==> src/rtl/uart_pkg.sv <==
package uart_pkg;

    // Payload bits carried by one frame
    localparam int UART_DATA_BITS = 8;

    // Parity sense, 1 means the parity bit makes the count of ones even
    localparam bit UART_PARITY_EVEN = 1'b1;

    // Start bit, data bits, parity bit and one stop bit
    localparam int UART_FRAME_BITS = 1 + UART_DATA_BITS + 1 + 1;

endpackage : uart_pkg

==> src/rtl/steer_pkg.sv <==
package steer_pkg;

    // Half-bridge channels driven by one module
    localparam int NUM_CH = 3;

    // Width of the carrier phase counter and of the phase step
    localparam int PHASE_W = 8;

    // Width of the burst length in carrier periods
    localparam int CYCLES_W = 8;

    // Command opcode in the upper nibble of the first byte
    typedef enum logic [3:0] {
        OP_SET_STEP   = 4'd1,
        OP_SET_CYCLES = 4'd2
    } opcode_t;

    // Command decoder states
    typedef enum logic [1:0] {
        WAIT_HI,
        WAIT_LO,
        RX_ERROR
    } dec_state_t;

endpackage : steer_pkg

==> src/rtl/carrier_if.sv <==
`timescale 1ns/1ps

interface carrier_if import steer_pkg::*; ();

    logic [PHASE_W-1:0] phase;
    logic               active;
    // High on the first clock of each period of a running burst
    logic               period_start;
    // High during the final period of a burst
    logic               last_period;

    modport timer (output phase, output active, output period_start, output last_period);

    modport driver (input phase, input active, input period_start, input last_period);

endinterface : carrier_if

==> src/rtl/uart_rx.sv <==
`timescale 1ns/1ps

module uart_rx import uart_pkg::*; #(
    parameter int CLKS_PER_BIT = 8
) (
    input  logic                      clk,
    input  logic                      rst,
    input  logic                      rx,
    output logic [UART_DATA_BITS-1:0] byte_data,
    output logic                      byte_valid,
    output logic                      parity_error
);

    localparam int CNT_W = $clog2(CLKS_PER_BIT);
    localparam int IDX_W = $clog2(UART_FRAME_BITS);

    typedef enum logic {
        RX_IDLE,
        RX_FRAME
    } rx_state_t;

    rx_state_t                 state;
    logic                      rx_meta;
    logic                      rx_sync;
    logic [CNT_W-1:0]          clk_cnt;
    logic [IDX_W-1:0]          bit_idx;
    logic [UART_DATA_BITS-1:0] shift_reg;
    logic                      parity_bit;
    logic                      parity_exp;

    // Two-flop synchronizer, line idles high
    always_ff @(posedge clk) begin
        if (rst) begin
            rx_meta <= 1'b1;
            rx_sync <= 1'b1;
        end else begin
            rx_meta <= rx;
            rx_sync <= rx_meta;
        end
    end

    // Parity bit the sender should have put on the line
    assign parity_exp = (^shift_reg) ^ ~UART_PARITY_EVEN;

    always_ff @(posedge clk) begin
        if (rst) begin
            state        <= RX_IDLE;
            clk_cnt      <= '0;
            bit_idx      <= '0;
            byte_valid   <= 1'b0;
            parity_error <= 1'b0;
        end else begin
            byte_valid <= 1'b0;
            case (state)
                RX_IDLE: begin
                    if (!rx_sync) begin
                        // Aim at the middle of the start bit
                        clk_cnt <= CNT_W'(CLKS_PER_BIT / 2 - 1);
                        bit_idx <= '0;
                        state   <= RX_FRAME;
                    end
                end
                RX_FRAME: begin
                    if (clk_cnt != '0) begin
                        clk_cnt <= clk_cnt - 1'b1;
                    end else begin
                        clk_cnt <= CNT_W'(CLKS_PER_BIT - 1);
                        bit_idx <= bit_idx + 1'b1;
                        if (bit_idx == '0) begin
                            // Line back high already, so it was a glitch
                            if (rx_sync) begin
                                state <= RX_IDLE;
                            end
                        end else if (int'(bit_idx) <= UART_DATA_BITS) begin
                            // LSB first
                            shift_reg <= {rx_sync, shift_reg[UART_DATA_BITS-1:1]};
                        end else if (int'(bit_idx) == UART_DATA_BITS + 1) begin
                            parity_bit <= rx_sync;
                        end else if (int'(bit_idx) == UART_FRAME_BITS - 1) begin
                            // Mid stop bit, hand the byte over
                            byte_data    <= shift_reg;
                            byte_valid   <= 1'b1;
                            parity_error <= (parity_bit != parity_exp) || !rx_sync;
                            state        <= RX_IDLE;
                        end
                    end
                end
                default: begin
                    state <= RX_IDLE;
                end
            endcase
        end
    end

    // A frame is far longer than one clock
    a_single_strobe: assert property (
        @(posedge clk) disable iff (rst) byte_valid |=> !byte_valid
    );

endmodule : uart_rx

==> src/rtl/cmd_decoder.sv <==
`timescale 1ns/1ps

module cmd_decoder import steer_pkg::*; (
    input  logic                clk,
    input  logic                rst,
    input  logic [7:0]          byte_data,
    input  logic                byte_valid,
    input  logic                parity_error,
    output logic [PHASE_W-1:0]  phase_step,
    output logic [CYCLES_W-1:0] burst_cycles,
    output logic                rx_error
);

    dec_state_t  state;
    opcode_t     op_q;
    logic [3:0]  nib_q;
    logic [11:0] step_word;
    logic        op_ok;

    // Only two opcodes are defined
    assign op_ok = (byte_data[7:4] == OP_SET_STEP) || (byte_data[7:4] == OP_SET_CYCLES);

    // Low nibble of the first byte joined with the second byte
    assign step_word = {nib_q, byte_data};

    always_ff @(posedge clk) begin
        if (rst) begin
            state        <= WAIT_HI;
            op_q         <= OP_SET_STEP;
            nib_q        <= '0;
            phase_step   <= '0;
            burst_cycles <= '0;
        end else begin
            case (state)
                WAIT_HI: begin
                    if (byte_valid) begin
                        if (parity_error || !op_ok) begin
                            state <= RX_ERROR;
                        end else begin
                            op_q  <= opcode_t'(byte_data[7:4]);
                            nib_q <= byte_data[3:0];
                            state <= WAIT_LO;
                        end
                    end
                end
                WAIT_LO: begin
                    if (byte_valid) begin
                        if (parity_error) begin
                            state <= RX_ERROR;
                        end else begin
                            state <= WAIT_HI;
                            case (op_q)
                                OP_SET_STEP: begin
                                    phase_step <= step_word[PHASE_W-1:0];
                                end
                                OP_SET_CYCLES: begin
                                    burst_cycles <= byte_data[CYCLES_W-1:0];
                                end
                                default: begin
                                    state <= RX_ERROR;
                                end
                            endcase
                        end
                    end
                end
                // Locked until reset, settings stay as they were
                RX_ERROR: begin
                    state <= RX_ERROR;
                end
                default: begin
                    state <= RX_ERROR;
                end
            endcase
        end
    end

    assign rx_error = (state == RX_ERROR);

    // Sticky error
    a_error_sticky: assert property (
        @(posedge clk) disable iff (rst) rx_error |=> rx_error
    );

endmodule : cmd_decoder

==> src/rtl/burst_timer.sv <==
`timescale 1ns/1ps

module burst_timer import steer_pkg::*; #(
    parameter int PERIOD = 16
) (
    input  logic                clk,
    input  logic                rst,
    input  logic                shoot,
    input  logic [CYCLES_W-1:0] burst_cycles,
    carrier_if.timer            car
);

    localparam logic [PHASE_W-1:0] PH_LAST = PHASE_W'(PERIOD - 1);

    logic                shoot_q;
    logic                shoot_rise;
    logic [CYCLES_W-1:0] periods_left;

    assign shoot_rise = shoot && !shoot_q;

    always_ff @(posedge clk) begin
        if (rst) begin
            shoot_q      <= 1'b0;
            car.active   <= 1'b0;
            car.phase    <= '0;
            periods_left <= '0;
        end else begin
            shoot_q <= shoot;
            if (!car.active) begin
                car.phase <= '0;
                // Zero length means no burst at all
                if (shoot_rise && burst_cycles != '0) begin
                    car.active   <= 1'b1;
                    periods_left <= burst_cycles;
                end
            end else if (car.phase == PH_LAST) begin
                car.phase    <= '0;
                periods_left <= periods_left - 1'b1;
                if (periods_left == CYCLES_W'(1)) begin
                    car.active <= 1'b0;
                end
            end else begin
                car.phase <= car.phase + 1'b1;
            end
        end
    end

    assign car.period_start = car.active && (car.phase == '0);
    assign car.last_period  = car.active && (periods_left == CYCLES_W'(1));

    // Phase wraps at the carrier period
    a_phase_range: assert property (
        @(posedge clk) disable iff (rst) car.active |-> int'(car.phase) < PERIOD
    );

endmodule : burst_timer

==> src/rtl/gate_driver.sv <==
`timescale 1ns/1ps

module gate_driver import steer_pkg::*; #(
    parameter int PERIOD = 16
) (
    input  logic               clk,
    input  logic               rst,
    input  logic [PHASE_W-1:0] phase_step,
    carrier_if.driver          car,
    output logic [NUM_CH-1:0]  gate_hi,
    output logic [NUM_CH-1:0]  gate_lo
);

    localparam int HALF = PERIOD / 2;

    logic [PHASE_W-1:0] step_q;
    logic [PHASE_W-1:0] step_cur;
    logic [NUM_CH-1:0]  hi_next;

    // A new step only takes effect on a period boundary
    assign step_cur = car.period_start ? phase_step : step_q;

    always_ff @(posedge clk) begin
        if (car.period_start) begin
            step_q <= phase_step;
        end
    end

    for (genvar k = 0; k < NUM_CH; k++) begin : g_ch
        int offset;
        int shifted;

        // Channel k lags by k steps, taken modulo the period
        assign offset  = (k * int'(step_cur)) % PERIOD;
        assign shifted = (int'(car.phase) >= offset) ? int'(car.phase) - offset
                                                     : int'(car.phase) + PERIOD - offset;
        assign hi_next[k] = (shifted < HALF);
    end

    always_ff @(posedge clk) begin
        if (rst) begin
            gate_hi <= '0;
            gate_lo <= '0;
        end else if (car.active) begin
            gate_hi <= hi_next;
            gate_lo <= ~hi_next;
        end else begin
            gate_hi <= '0;
            gate_lo <= '0;
        end
    end

    // No shoot-through on any half bridge
    a_no_overlap: assert property (
        @(posedge clk) disable iff (rst) (gate_hi & gate_lo) == '0
    );

    // All gates released two clocks after the last phase of a burst
    a_burst_end: assert property (
        @(posedge clk) disable iff (rst)
        car.last_period && int'(car.phase) == PERIOD - 1 |=> ##1 (gate_hi == '0 && gate_lo == '0)
    );

endmodule : gate_driver

==> src/rtl/transducer_top.sv <==
`timescale 1ns/1ps

module transducer_top import steer_pkg::*; #(
    parameter int CLKS_PER_BIT = 8,
    parameter int PERIOD       = 16
) (
    input  logic              clk,
    input  logic              rst,
    input  logic              rx,
    input  logic              shoot,
    output logic [NUM_CH-1:0] gate_hi,
    output logic [NUM_CH-1:0] gate_lo,
    output logic              rx_error
);

    logic [7:0]          byte_data;
    logic                byte_valid;
    logic                parity_error;
    logic [PHASE_W-1:0]  phase_step;
    logic [CYCLES_W-1:0] burst_cycles;

    // Carrier timebase shared by timer and driver
    carrier_if car ();

    uart_rx #(.CLKS_PER_BIT(CLKS_PER_BIT)) u_uart_rx (
        .clk          (clk),
        .rst          (rst),
        .rx           (rx),
        .byte_data    (byte_data),
        .byte_valid   (byte_valid),
        .parity_error (parity_error)
    );

    cmd_decoder u_cmd_decoder (
        .clk          (clk),
        .rst          (rst),
        .byte_data    (byte_data),
        .byte_valid   (byte_valid),
        .parity_error (parity_error),
        .phase_step   (phase_step),
        .burst_cycles (burst_cycles),
        .rx_error     (rx_error)
    );

    burst_timer #(.PERIOD(PERIOD)) u_burst_timer (
        .clk          (clk),
        .rst          (rst),
        .shoot        (shoot),
        .burst_cycles (burst_cycles),
        .car          (car.timer)
    );

    gate_driver #(.PERIOD(PERIOD)) u_gate_driver (
        .clk        (clk),
        .rst        (rst),
        .phase_step (phase_step),
        .car        (car.driver),
        .gate_hi    (gate_hi),
        .gate_lo    (gate_lo)
    );

endmodule : transducer_top

==> config.mk <==
export PLATFORM = sky130hd
export DESIGN_NAME = transducer_top
export DESIGN_NICKNAME = d
export VERILOG_FILES = /design/src/rtl/uart_pkg.sv /design/src/rtl/steer_pkg.sv /design/src/rtl/carrier_if.sv /design/src/rtl/uart_rx.sv /design/src/rtl/cmd_decoder.sv /design/src/rtl/burst_timer.sv /design/src/rtl/gate_driver.sv /design/src/rtl/transducer_top.sv
export SDC_FILE = /design/constraint.sdc
export NUM_CORES = 1
export LEC_CHECK = 0
export BUFFER_PORTS_ARGS = -buffer_cell sky130_fd_sc_hd__buf_4
export CORE_ASPECT_RATIO = 0.7
export CORE_MARGIN = 2
export CORE_UTILIZATION = 60
export CTS_CLUSTER_SIZE = 24
export DETAILED_ROUTE_END_ITERATION = 10
export PLACE_DENSITY_LB_ADDON = 0.1
export REMOVE_ABC_BUFFERS = 1
export SYNTH_ARGS = -nofsm -noshare
export SYNTH_HDL_FRONTEND = slang
export SYNTH_HIERARCHICAL = 1
export SYNTH_SLANG_ARGS = --single-unit
==> constraint.sdc <==
create_clock -name clk -period 7.9 [get_ports clk]
set_clock_uncertainty 0.1 [all_clocks]
set_input_delay 1.58 -clock clk [delete_from_list [all_inputs] [get_ports clk]]
set_output_delay 1.58 -clock clk [all_outputs]
set_load 0.005 [all_outputs]
# == After elaboration in Yosys (flattened, before gate mapping) ==
# Index checks and enable logic that the tools add are counted.
# classes
addsub,9
mul,0
div,0
magnitude_cmp,7
n_eq_ne,16
shift,0
n_mux,31
bitwise_logic,10
n_reduce_logical,30
# op_table
op,count
$lt 32x5->1 const B,3
$mux 32,3
$sub 32x5->32,2
$mux 8,3
$sub 8x4->9,2
$ge 8x4->1,2
$mux 4,3
$reduce_and 6->1,2
$mux 1,11
$mux 2,5
$ne 2x2->1 const B,5
$add 8x5->9 const B,1
$not 1->1,9
$add 8x1->8 const B,1
$eq 4x1->1 const B,2
$eq 4x2->1 const B,2
$eq 4x4->1 const B,2
$eq 8x1->1 const B,1
$eq 8x4->1 const B,1
$ge 8x1->1 const B,1
$logic_not 8->1,1
$pmux 4 s2,1
$reduce_and 4->1,2
$reduce_bool 8->1,1
27 further kinds,37
# totals
regBits,75
latch_bits,0
ram_bits,0
rom_bits,0
in_bits,4
output_inout_bits,7
memories,0

# == Depth between registers and ports, before layout ==
# Gate-level depths: netlist (run 1).
# depth
word_depth,7
mapped_depth,13

# == Cells and area by module ==
# The synthesis (run 1) kept the hierarchy.
# by_module_without_submodules
mod,instances,cells_per_inst,area_per_inst_um2,seq_area_each_um2
uart_rx,1,90,1209.9,750.7
cmd_decoder,1,111,1033.5,440.4
burst_timer,1,116,994.7,360.3
gate_driver,1,92,777.0,200.2

# == Least setup slack after synthesis (run 1) ==
# OpenSTA, ideal clock, no wires.
# synth_timing
path_kind,reg-to-reg
from,register u_burst_timer.car.phase[5]
to,register u_gate_driver.gate_hi[1]
setup_ps,116
t_arrival_ps,3120
setup_slack_ps,4564
path_stages_with_launch,13
period_less_slack_ps,3336
path_cell_list,dfxtp_1 > nor4_1 > and4_1 > mux2i_1 > ha_1 > nor2b_1 > o211ai_1 > nand2_1 > a221oi_1 > ha_1 > nor4b_1 > a31o_1 > and3b_1
# synth_via
elab_chain_len,6
elab_cells_between_ends,9
# synth_rtl
element,line,text
start: declaration,carrier_if.sv:12,"modport timer (output phase, output active, output period_start, output last_period);"
start signal: assignment,burst_timer.sv:43,car.phase <= car.phase + 1'b1;
$logic_not 8->1 *,burst_timer.sv:48,assign car.period_start = car.active && (car.phase == '0);
$logic_and 1x1->1 *,burst_timer.sv:48,
via car.period_start,carrier_if.sv:8,logic period_start;
$mux 4 *,-,
"$sub 32x5->32, or another cell as far along",gate_driver.sv:36,: int'(car.phase) + PERIOD - offset;
$mux 32 *,gate_driver.sv:35,assign shifted = (int'(car.phase) >= offset) ? int'(car.phase) - offset
$lt 32x5->1 *,gate_driver.sv:37,assign hi_next[k] = (shifted < HALF);
end signal: assignment,gate_driver.sv:45,gate_hi <= hi_next;
end: declaration,gate_driver.sv:10,"output logic [NUM_CH-1:0] gate_hi,"
# The timed path passes the listed nets; every way through them passes the cells marked *.
# A chain may end at the register's enable or synchronous reset.

# == Worst setup path after layout (run 1) ==
# layout_timing
from,register u_burst_timer.car.phase[4]
to,register u_gate_driver.gate_hi[1]
# The elaborated chain is that of the path after synthesis.

==> results of run 1 <==
[worst max-delay path by stage]
| stage | from | endpoint | cells after the start |
|---|---|---|---|
| after floorplan | u_burst_timer/car.phase[5] | u_gate_driver/gate_hi[1] | 12 |
| after global placement | u_burst_timer/car.phase[4] | u_gate_driver/gate_hi[1] | 12 |
| after detailed placement | u_burst_timer/car.phase[4] | u_gate_driver/gate_hi[1] | 12 |
| after CTS | u_burst_timer/car.phase[4] | u_gate_driver/gate_hi[1] | 12 |
| after global routing | u_burst_timer/car.phase[4] | u_gate_driver/gate_hi[1] | 12 |
| final | u_burst_timer/car.phase[4] | u_gate_driver/gate_hi[1] | 12 |
[area by class of cell]
cell class | count | area [µm²]
well taps | 78 | 97.6
clock buffers | 10 | 128
multi-input cells | 273 | 1990
flip-flops and latches | 75 | 1670
fillers | 522 | 2100
clock inverters | 6 | 104
repair buffers | 10 | 75.1
inverters | 23 | 86.3
[per-stage QoR]
step / hold slack [ns] / utilization / std cells / total power, W
floorplan: 0.289 / - / 371 / 0.000441
global placement: 0.293 / 0.627 / 459 / 0.000458
detailed placement: 0.301 / 0.627 / 459 / 0.000458
CTS: 0.320 / 0.664 / 475 / 0.000801
global route: 0.356 / 0.664 / 475 / 0.000824
finish: 0.316 / 0.664 / 475 / 0.000793
[worst reg2reg max path, delay by kind of cell, from the launching register on]
family | cells | cell delay (ns)
AND/OR/NAND/NOR | 6 | 1.43
adder cells (fa/ha/maj) | 2 | 0.59
multiplexers | 1 | 0.33
AO/OA/AOI/OAI | 3 | 0.69
flip-flops | 1 | 0.47
[layout by cell type, fill, tap and decap left out, types with 10 or more instances in the layout]
| master | instances |
|---|---|
| sky130_fd_sc_hd__dfxtp_1 | 58 |
| sky130_fd_sc_hd__nor2_1 | 28 |
| sky130_fd_sc_hd__nand3_1 | 24 |
| sky130_fd_sc_hd__a21oi_1 | 23 |
| sky130_fd_sc_hd__inv_1 | 22 |
| sky130_fd_sc_hd__ha_1 | 21 |
| sky130_fd_sc_hd__edfxtp_1 | 17 |
| sky130_fd_sc_hd__nand2_1 | 12 |
| sky130_fd_sc_hd__o21ai_1 | 12 |
| sky130_fd_sc_hd__buf_4 | 10 |
| sky130_fd_sc_hd__nand2b_1 | 10 |
[power by group]
group	total (W)	internal, W	switching [W]
clock	0.000343	0.000208	0.000135
combinational	0.0000459	0.0000195	0.0000264
sequential	0.000404	0.000396	0.00000843
[metal layers]
| layer | vias to the layer above | track usage | share of wire |
|---|---|---|---|
| met5 | - | 0 | 0 |
| met4 | 0 | 0.0761 | 0.010 |
| met3 | 5 | 0.0761 | 0.043 |
| met2 | 55 | 0.297 | 0.42 |
| met1 | 1351 | 0.330 | 0.53 |
| li1 | 1441 | - | - |
==> impl_table.tex, run 1 <==
\begin{tabular}{lr}
\hline
Metric & Value \\
\hline
\multicolumn{2}{l}{\textbf{Global route}} \\
Vias in the first global route & roughly 2600 \\
First-pass GRT wire length & roughly 12000 µm \\
Number of antenna violations at the first check in global routing & 0 \\
Total gr overflow & 0 \\
Pin count of the biggest net entering global routing & between 50 and 60 \\
GRT Util Overall & 0.221 \\
\multicolumn{2}{l}{\textbf{Hold path}} \\
Worst min-delay path category & register to register \\
Min-Delay Startpoint & u\_uart\_rx/rx\_meta \\
Hold Path Stages & 1 \\
Hold path endpoint & u\_uart\_rx/rx\_sync \\
\multicolumn{2}{l}{\textbf{Clock network}} \\
Register clock-pin slew on the reported worst setup and hold paths & 0.07 ns \\
Count of cells resized by post-cts repair & 0 \\
Post-CTS Setup Bufs & 0 \\
CTS Sinks & between 70 and 80 \\
CTS buffer count & 9 \\
Level count of the clock H-tree & 3 \\
Source-to-sink clock delay at the later pin of the worst-skew pair & between 0.3 and 0.4 ns \\
Cell at the root of the clock tree & sky130\_fd\_sc\_hd\_\_clkbuf\_8 \\
Number of hold-repair buffers added at the cts stage & 0 \\
CTS max path bufs & 2 \\
Clock tree from TritonCTS & yes \\
\multicolumn{2}{l}{\textbf{Drt}} \\
Final WL & between 7000 and 8000 µm \\
Iteration-0 DRC Markers & roughly 190 \\
Count of antenna-violating nets left after detailed routing & 0 \\
\# DRC & 0 \\
Per-cell via count in the routed design & 6.00 \\
Average wire per standard cell & approximately 15 µm \\
Count of vias placed by the detailed router & 2852 \\
Detailed-router iteration count before antenna repair & 4 \\
\multicolumn{2}{l}{\textbf{Setup path}} \\
Critical Path Most Common Cell & sky130\_fd\_sc\_hd\_\_ha\_1 \\
Reg2reg path depth & 12 \\
Data required time at the worst endpoint & between 8 and 9 ns \\
Worst r2r src & u\_burst\_timer/car.phase[4] \\
Reg2Reg Capture Point & u\_gate\_driver/gate\_hi[1] \\
Kind of launch point of the worst setup path & register \\
R2R setup slack & 4.18 ns \\
Slowest cell on the critical path & sky130\_fd\_sc\_hd\_\_dfxtp\_1 \\
Start-to-end type of the worst setup path & register to register \\
Kind of end point of the critical path & register \\
CP bufs+invs & 0 \\
Cell family with the largest share of critical-path delay & simple AND/OR/NAND/NOR gates \\
Crit path max fanout & 15 \\
Cell Chain, Critical Path & nor4\_1, and4\_1, mux2i\_1, ha\_1, nor2b\_1, o211ai\_1, nand2\_1, a221oi\_1, ha\_1, nor4b\_1, a31o\_1, and3b\_1 \\
Arrival @ worst endpoint & just under 4 ns \\
Largest stage delay on the critical path & 0.47 ns \\
\multicolumn{2}{l}{\textbf{STA}} \\
Final count of pins violating max slew & 0 \\
Slack of the critical path & 4.18 ns \\
Worst-case headroom to the max-slew limit & 0.262 \\
Period utilization & 0.470 \\
Worst Max-Slew Pin Slew & 1.10 ns \\
Final min period & between 3 and 4 ns \\
Number of hold violations in the final report & 0 \\
Highest attainable clock frequency & $\sim$270 MHz \\
RSZ-0062 raised after global routing & false \\
Setup tns final & 0 ns \\
Number of failing setup endpoints in the final timing report & 0 \\
\multicolumn{2}{l}{\textbf{Floorplanning}} \\
Core Box Area & $\sim$0.0062 mm² \\
Die width & roughly 100 µm \\
Number of core rows & 24 \\
Number of primary I/O pins & 11 \\
Die ar. & between 0.007 and 0.008 mm² \\
Die H & 71.2 µm \\
Initial core utilization & 0.620 \\
\multicolumn{2}{l}{\textbf{Placement}} \\
DP Worst Slack & around 4.2 ns \\
Buffers added on ports & 10 \\
Instance area after placement & between 0.003 and 0.004 mm² \\
Routability Congestion & between 0.8 and 0.9 \\
Post-DP HPWL & 5140 µm \\
\multicolumn{2}{l}{\textbf{Cells and area}} \\
Diodes inserted & 0 \\
Share of post-route cells with drive strength above 1 & 0.0982 \\
Final layout net count & 417 \\
Synthesis-to-layout area growth & 7.21\% \\
Design area & slightly above 0.004 mm² \\
\multicolumn{2}{l}{\textbf{Synth}} \\
Mapped Cells & 392 \\
Average footprint of a synthesized cell & between 9 and 10 µm² \\
Yosys Warn Count & 6 \\
Post-Syn Area & around 0.0039 mm² \\
\multicolumn{2}{l}{\textbf{Outcome}} \\
Status & finished, final reports clean \\
\multicolumn{2}{l}{\textbf{Power}} \\
Total power divided by cell area & 191 mW/mm² \\
Worst vdd ir & 0.110 mV \\
Leakage dissipation & approximately 1.5 nW \\
\multicolumn{2}{l}{\textbf{Job}} \\
Count of max-cap constraint violations & 0 \\
\hline
\end{tabular}
Power figures use the tool's default switching activity.
==> inputs of run 2 (changes only) <==
Settings changed: CORE_UTILIZATION 60 to 56.
Clock period 7.9 ns to 3.15 ns, I/O delays scaled along.
==> run 2 against run 1 <==
  * Clock power grew 100%
  * Non-clock buffer count grew 26
  * Routed wire length grew 8.1%
  * Via count grew 5.2%
  * Sequential share of layout area shrank 2.4 points
  * Critical endpoint unchanged
==> impl_table.tex, run 2 (synthesis gave the netlist of run 1 again) <==
\begin{tabular}{lr}
\hline
Metric & Value \\
\hline
\multicolumn{2}{l}{\textbf{Drt}} \\
Count of vias placed by the detailed router & 2999 \\
\# DRC & 0 \\
Iteration-0 DRC Markers & 130 \\
Count of antenna-violating nets left after detailed routing & 0 \\
Detailed-router iteration count before antenna repair & 4 \\
Final WL & between 7000 and 8000 µm \\
Average wire per standard cell & about 15 µm \\
Per-cell via count in the routed design & around 5.8 \\
\multicolumn{2}{l}{\textbf{Cells and area}} \\
Share of post-route cells with drive strength above 1 & 0.177 \\
Synthesis-to-layout area growth & 14.3\% \\
Final design utilization & 0.658 \\
Diodes inserted & 0 \\
Combined flip-flop and latch cell area & 0.00167 mm² \\
Leading cell types in the layout, fill and taps excluded & sky130\_fd\_sc\_hd\_\_dfxtp\_1, sky130\_fd\_sc\_hd\_\_buf\_4, sky130\_fd\_sc\_hd\_\_nor2\_1 \\
Multi-input combinational cell area & roughly 0.0021 mm² \\
Final layout net count & between 400 and 500 \\
Leading cell type in the layout, fill and taps excluded & sky130\_fd\_sc\_hd\_\_dfxtp\_1 \\
Count of fill cells added during filler insertion & between 500 and 600 \\
\multicolumn{2}{l}{\textbf{STA}} \\
Worst hold margin & between 0.3 and 0.4 ns \\
Period utilization & 0.980 \\
Final min period & a little over 3 ns \\
Worst-case headroom to the max-slew limit & 0.553 \\
Worst Max-Slew Pin Slew & between 0.6 and 0.7 ns \\
Number of failing setup endpoints in the final timing report & 0 \\
Setup tns final & 0 ns \\
RSZ-0062 raised after global routing & true \\
Highest attainable clock frequency & approximately 320 MHz \\
Number of hold violations in the final report & 0 \\
Final count of pins violating max slew & 0 \\
Slack of the critical path & 0.0640 ns \\
\multicolumn{2}{l}{\textbf{Global route}} \\
Vias in the first global route & 2763 \\
Number of antenna violations at the first check in global routing & 0 \\
GRT Util Overall & 0.225 \\
Total gr overflow & 0 \\
First-pass GRT wire length & between 10000 and 15000 µm \\
Pin count of the biggest net entering global routing & between 50 and 60 \\
\multicolumn{2}{l}{\textbf{Floorplanning}} \\
Initial core utilization & 0.576 \\
Number of primary I/O pins & 11 \\
Number of core rows & 25 \\
Die H & $\sim$74 µm \\
Core Box Area & 0.00673 mm² \\
Die width & just over 100 µm \\
Die ar. & around 0.0076 mm² \\
\multicolumn{2}{l}{\textbf{Power}} \\
Total power divided by cell area & around 420 mW/mm² \\
Leakage dissipation & 1.67 nW \\
Worst vdd ir & about 0.27 mV \\
\multicolumn{2}{l}{\textbf{Setup path}} \\
Arrival @ worst endpoint & about 3.2 ns \\
Kind of end point of the critical path & register \\
Kind of launch point of the worst setup path & register \\
Crit path max fanout & 2 \\
Start-to-end type of the worst setup path & register to register \\
Data required time at the worst endpoint & 3.29 ns \\
\multicolumn{2}{l}{\textbf{Clock network}} \\
CTS max path bufs & 2 \\
Register clock-pin slew on the reported worst setup and hold paths & about 0.070 ns \\
Cell at the root of the clock tree & sky130\_fd\_sc\_hd\_\_clkbuf\_8 \\
Source-to-sink clock delay at the later pin of the worst-skew pair & roughly 0.34 ns \\
CTS Sinks & between 70 and 80 \\
Level count of the clock H-tree & 3 \\
CTS buffer count & 9 \\
Clock tree from TritonCTS & yes \\
\multicolumn{2}{l}{\textbf{Placement}} \\
Post-DP HPWL & 5400 µm \\
Buffers added on ports & 10 \\
DP Worst Slack & -0.124 ns \\
Routability Congestion & approximately 0.84 \\
\multicolumn{2}{l}{\textbf{Job}} \\
Count of max-cap constraint violations & 0 \\
\multicolumn{2}{l}{\textbf{Hold path}} \\
Worst min-delay path category & register to register \\
\multicolumn{2}{l}{\textbf{Outcome}} \\
Status & finished, final reports clean \\
\hline
\end{tabular}
-- run 2: cell count changes in the layout (fill, tap and decap cells not counted), sizes merged --
cell / previous run / this run
clkinv: 3 / 2
buf: 10 / 36
bufinv: 3 / 1
clkbuf: 10 / 13
-- run 2: worst max-delay path, stage by stage (launching register included) --
cell	delay [ns]
sky130_fd_sc_hd__dfxtp_2	0.33
sky130_fd_sc_hd__nor4_4	0.29
sky130_fd_sc_hd__and4_4	0.30
sky130_fd_sc_hd__mux2i_4	0.27
sky130_fd_sc_hd__ha_4	0.23
sky130_fd_sc_hd__nor2b_1	0.12
sky130_fd_sc_hd__o211ai_1	0.23
sky130_fd_sc_hd__nand2_1	0.12
sky130_fd_sc_hd__a221oi_2	0.23
sky130_fd_sc_hd__ha_1	0.27
sky130_fd_sc_hd__nor4b_4	0.13
sky130_fd_sc_hd__a31o_1	0.21
sky130_fd_sc_hd__and3b_1	0.16
-- run 2: timing repair --
item / 4_1_cts / 5_1_grt
endpoints found under the hold margin: 0 / 0
endpoints found under the setup margin: 2 / 2
hold buffers: 0 / 0
setup buffers: 3 / 4
pin swaps: 2 / 6
resized for setup: 5 / 13
-- run 2: final timing paths --
| kind | to | from | cells after the start | slack [ns] |
|---|---|---|---|---|
| hold / removal | u_uart_rx/rx_sync | u_uart_rx/rx_meta | 1 | 0.31 |
| setup / recovery | u_gate_driver/gate_hi[1] | u_burst_timer/car.phase[5] | 12 | 0.06 |
| hold reg to reg | u_uart_rx/rx_sync | u_uart_rx/rx_meta | 1 | 0.31 |
| setup reg to reg | u_gate_driver/gate_hi[1] | u_burst_timer/car.phase[5] | 12 | 0.06 |
-- run 2: layer usage --
| metal | track usage | wire length [µm] | vias to the layer above |
|---|---|---|---|
| met5 | 0 | 0 | - |
| met4 | 0.0570 | 80 | 0 |
| met3 | 0.0657 | 361 | 7 |
| met2 | 0.326 | 3640 | 52 |
| met1 | 0.330 | 3860 | 1441 |
| li1 | - | - | 1499 |
-- run 2: final cells by class --
cell class              instances  share of cell area
inverters                      23              0.0195
repair buffers                 36              0.0619
well taps                      94              0.0266
clock inverters                 3             0.00905
flip-flops and latches         75               0.378
clock buffers                  13              0.0314
multi-input cells             273               0.473
-- run 2: stage by stage --
| stage | total power (W) | area, µm² | std cells |
|---|---|---|---|
| finish | 0.00185 | 4420 | 517 |
| global route | 0.00193 | 4420 | 517 |
| CTS | 0.00186 | 4310 | 513 |
| detailed placement | 0.00116 | 4080 | 494 |
| global placement | 0.00116 | 4080 | 494 |
| floorplan | 0.00111 | 3750 | 371 |
-- run 2: report_power, final --
part | leakage (nW) | internal, W | total, W | switching, W
sequential | 0.623 | 0.000993 | 0.00100 | 0.00000805
clock | 0.0914 | 0.000365 | 0.000693 | 0.000328
combinational | 0.953 | 0.0000672 | 0.000155 | 0.0000875
total | 1.67 | 0.00143 | 0.00185 | 0.000423
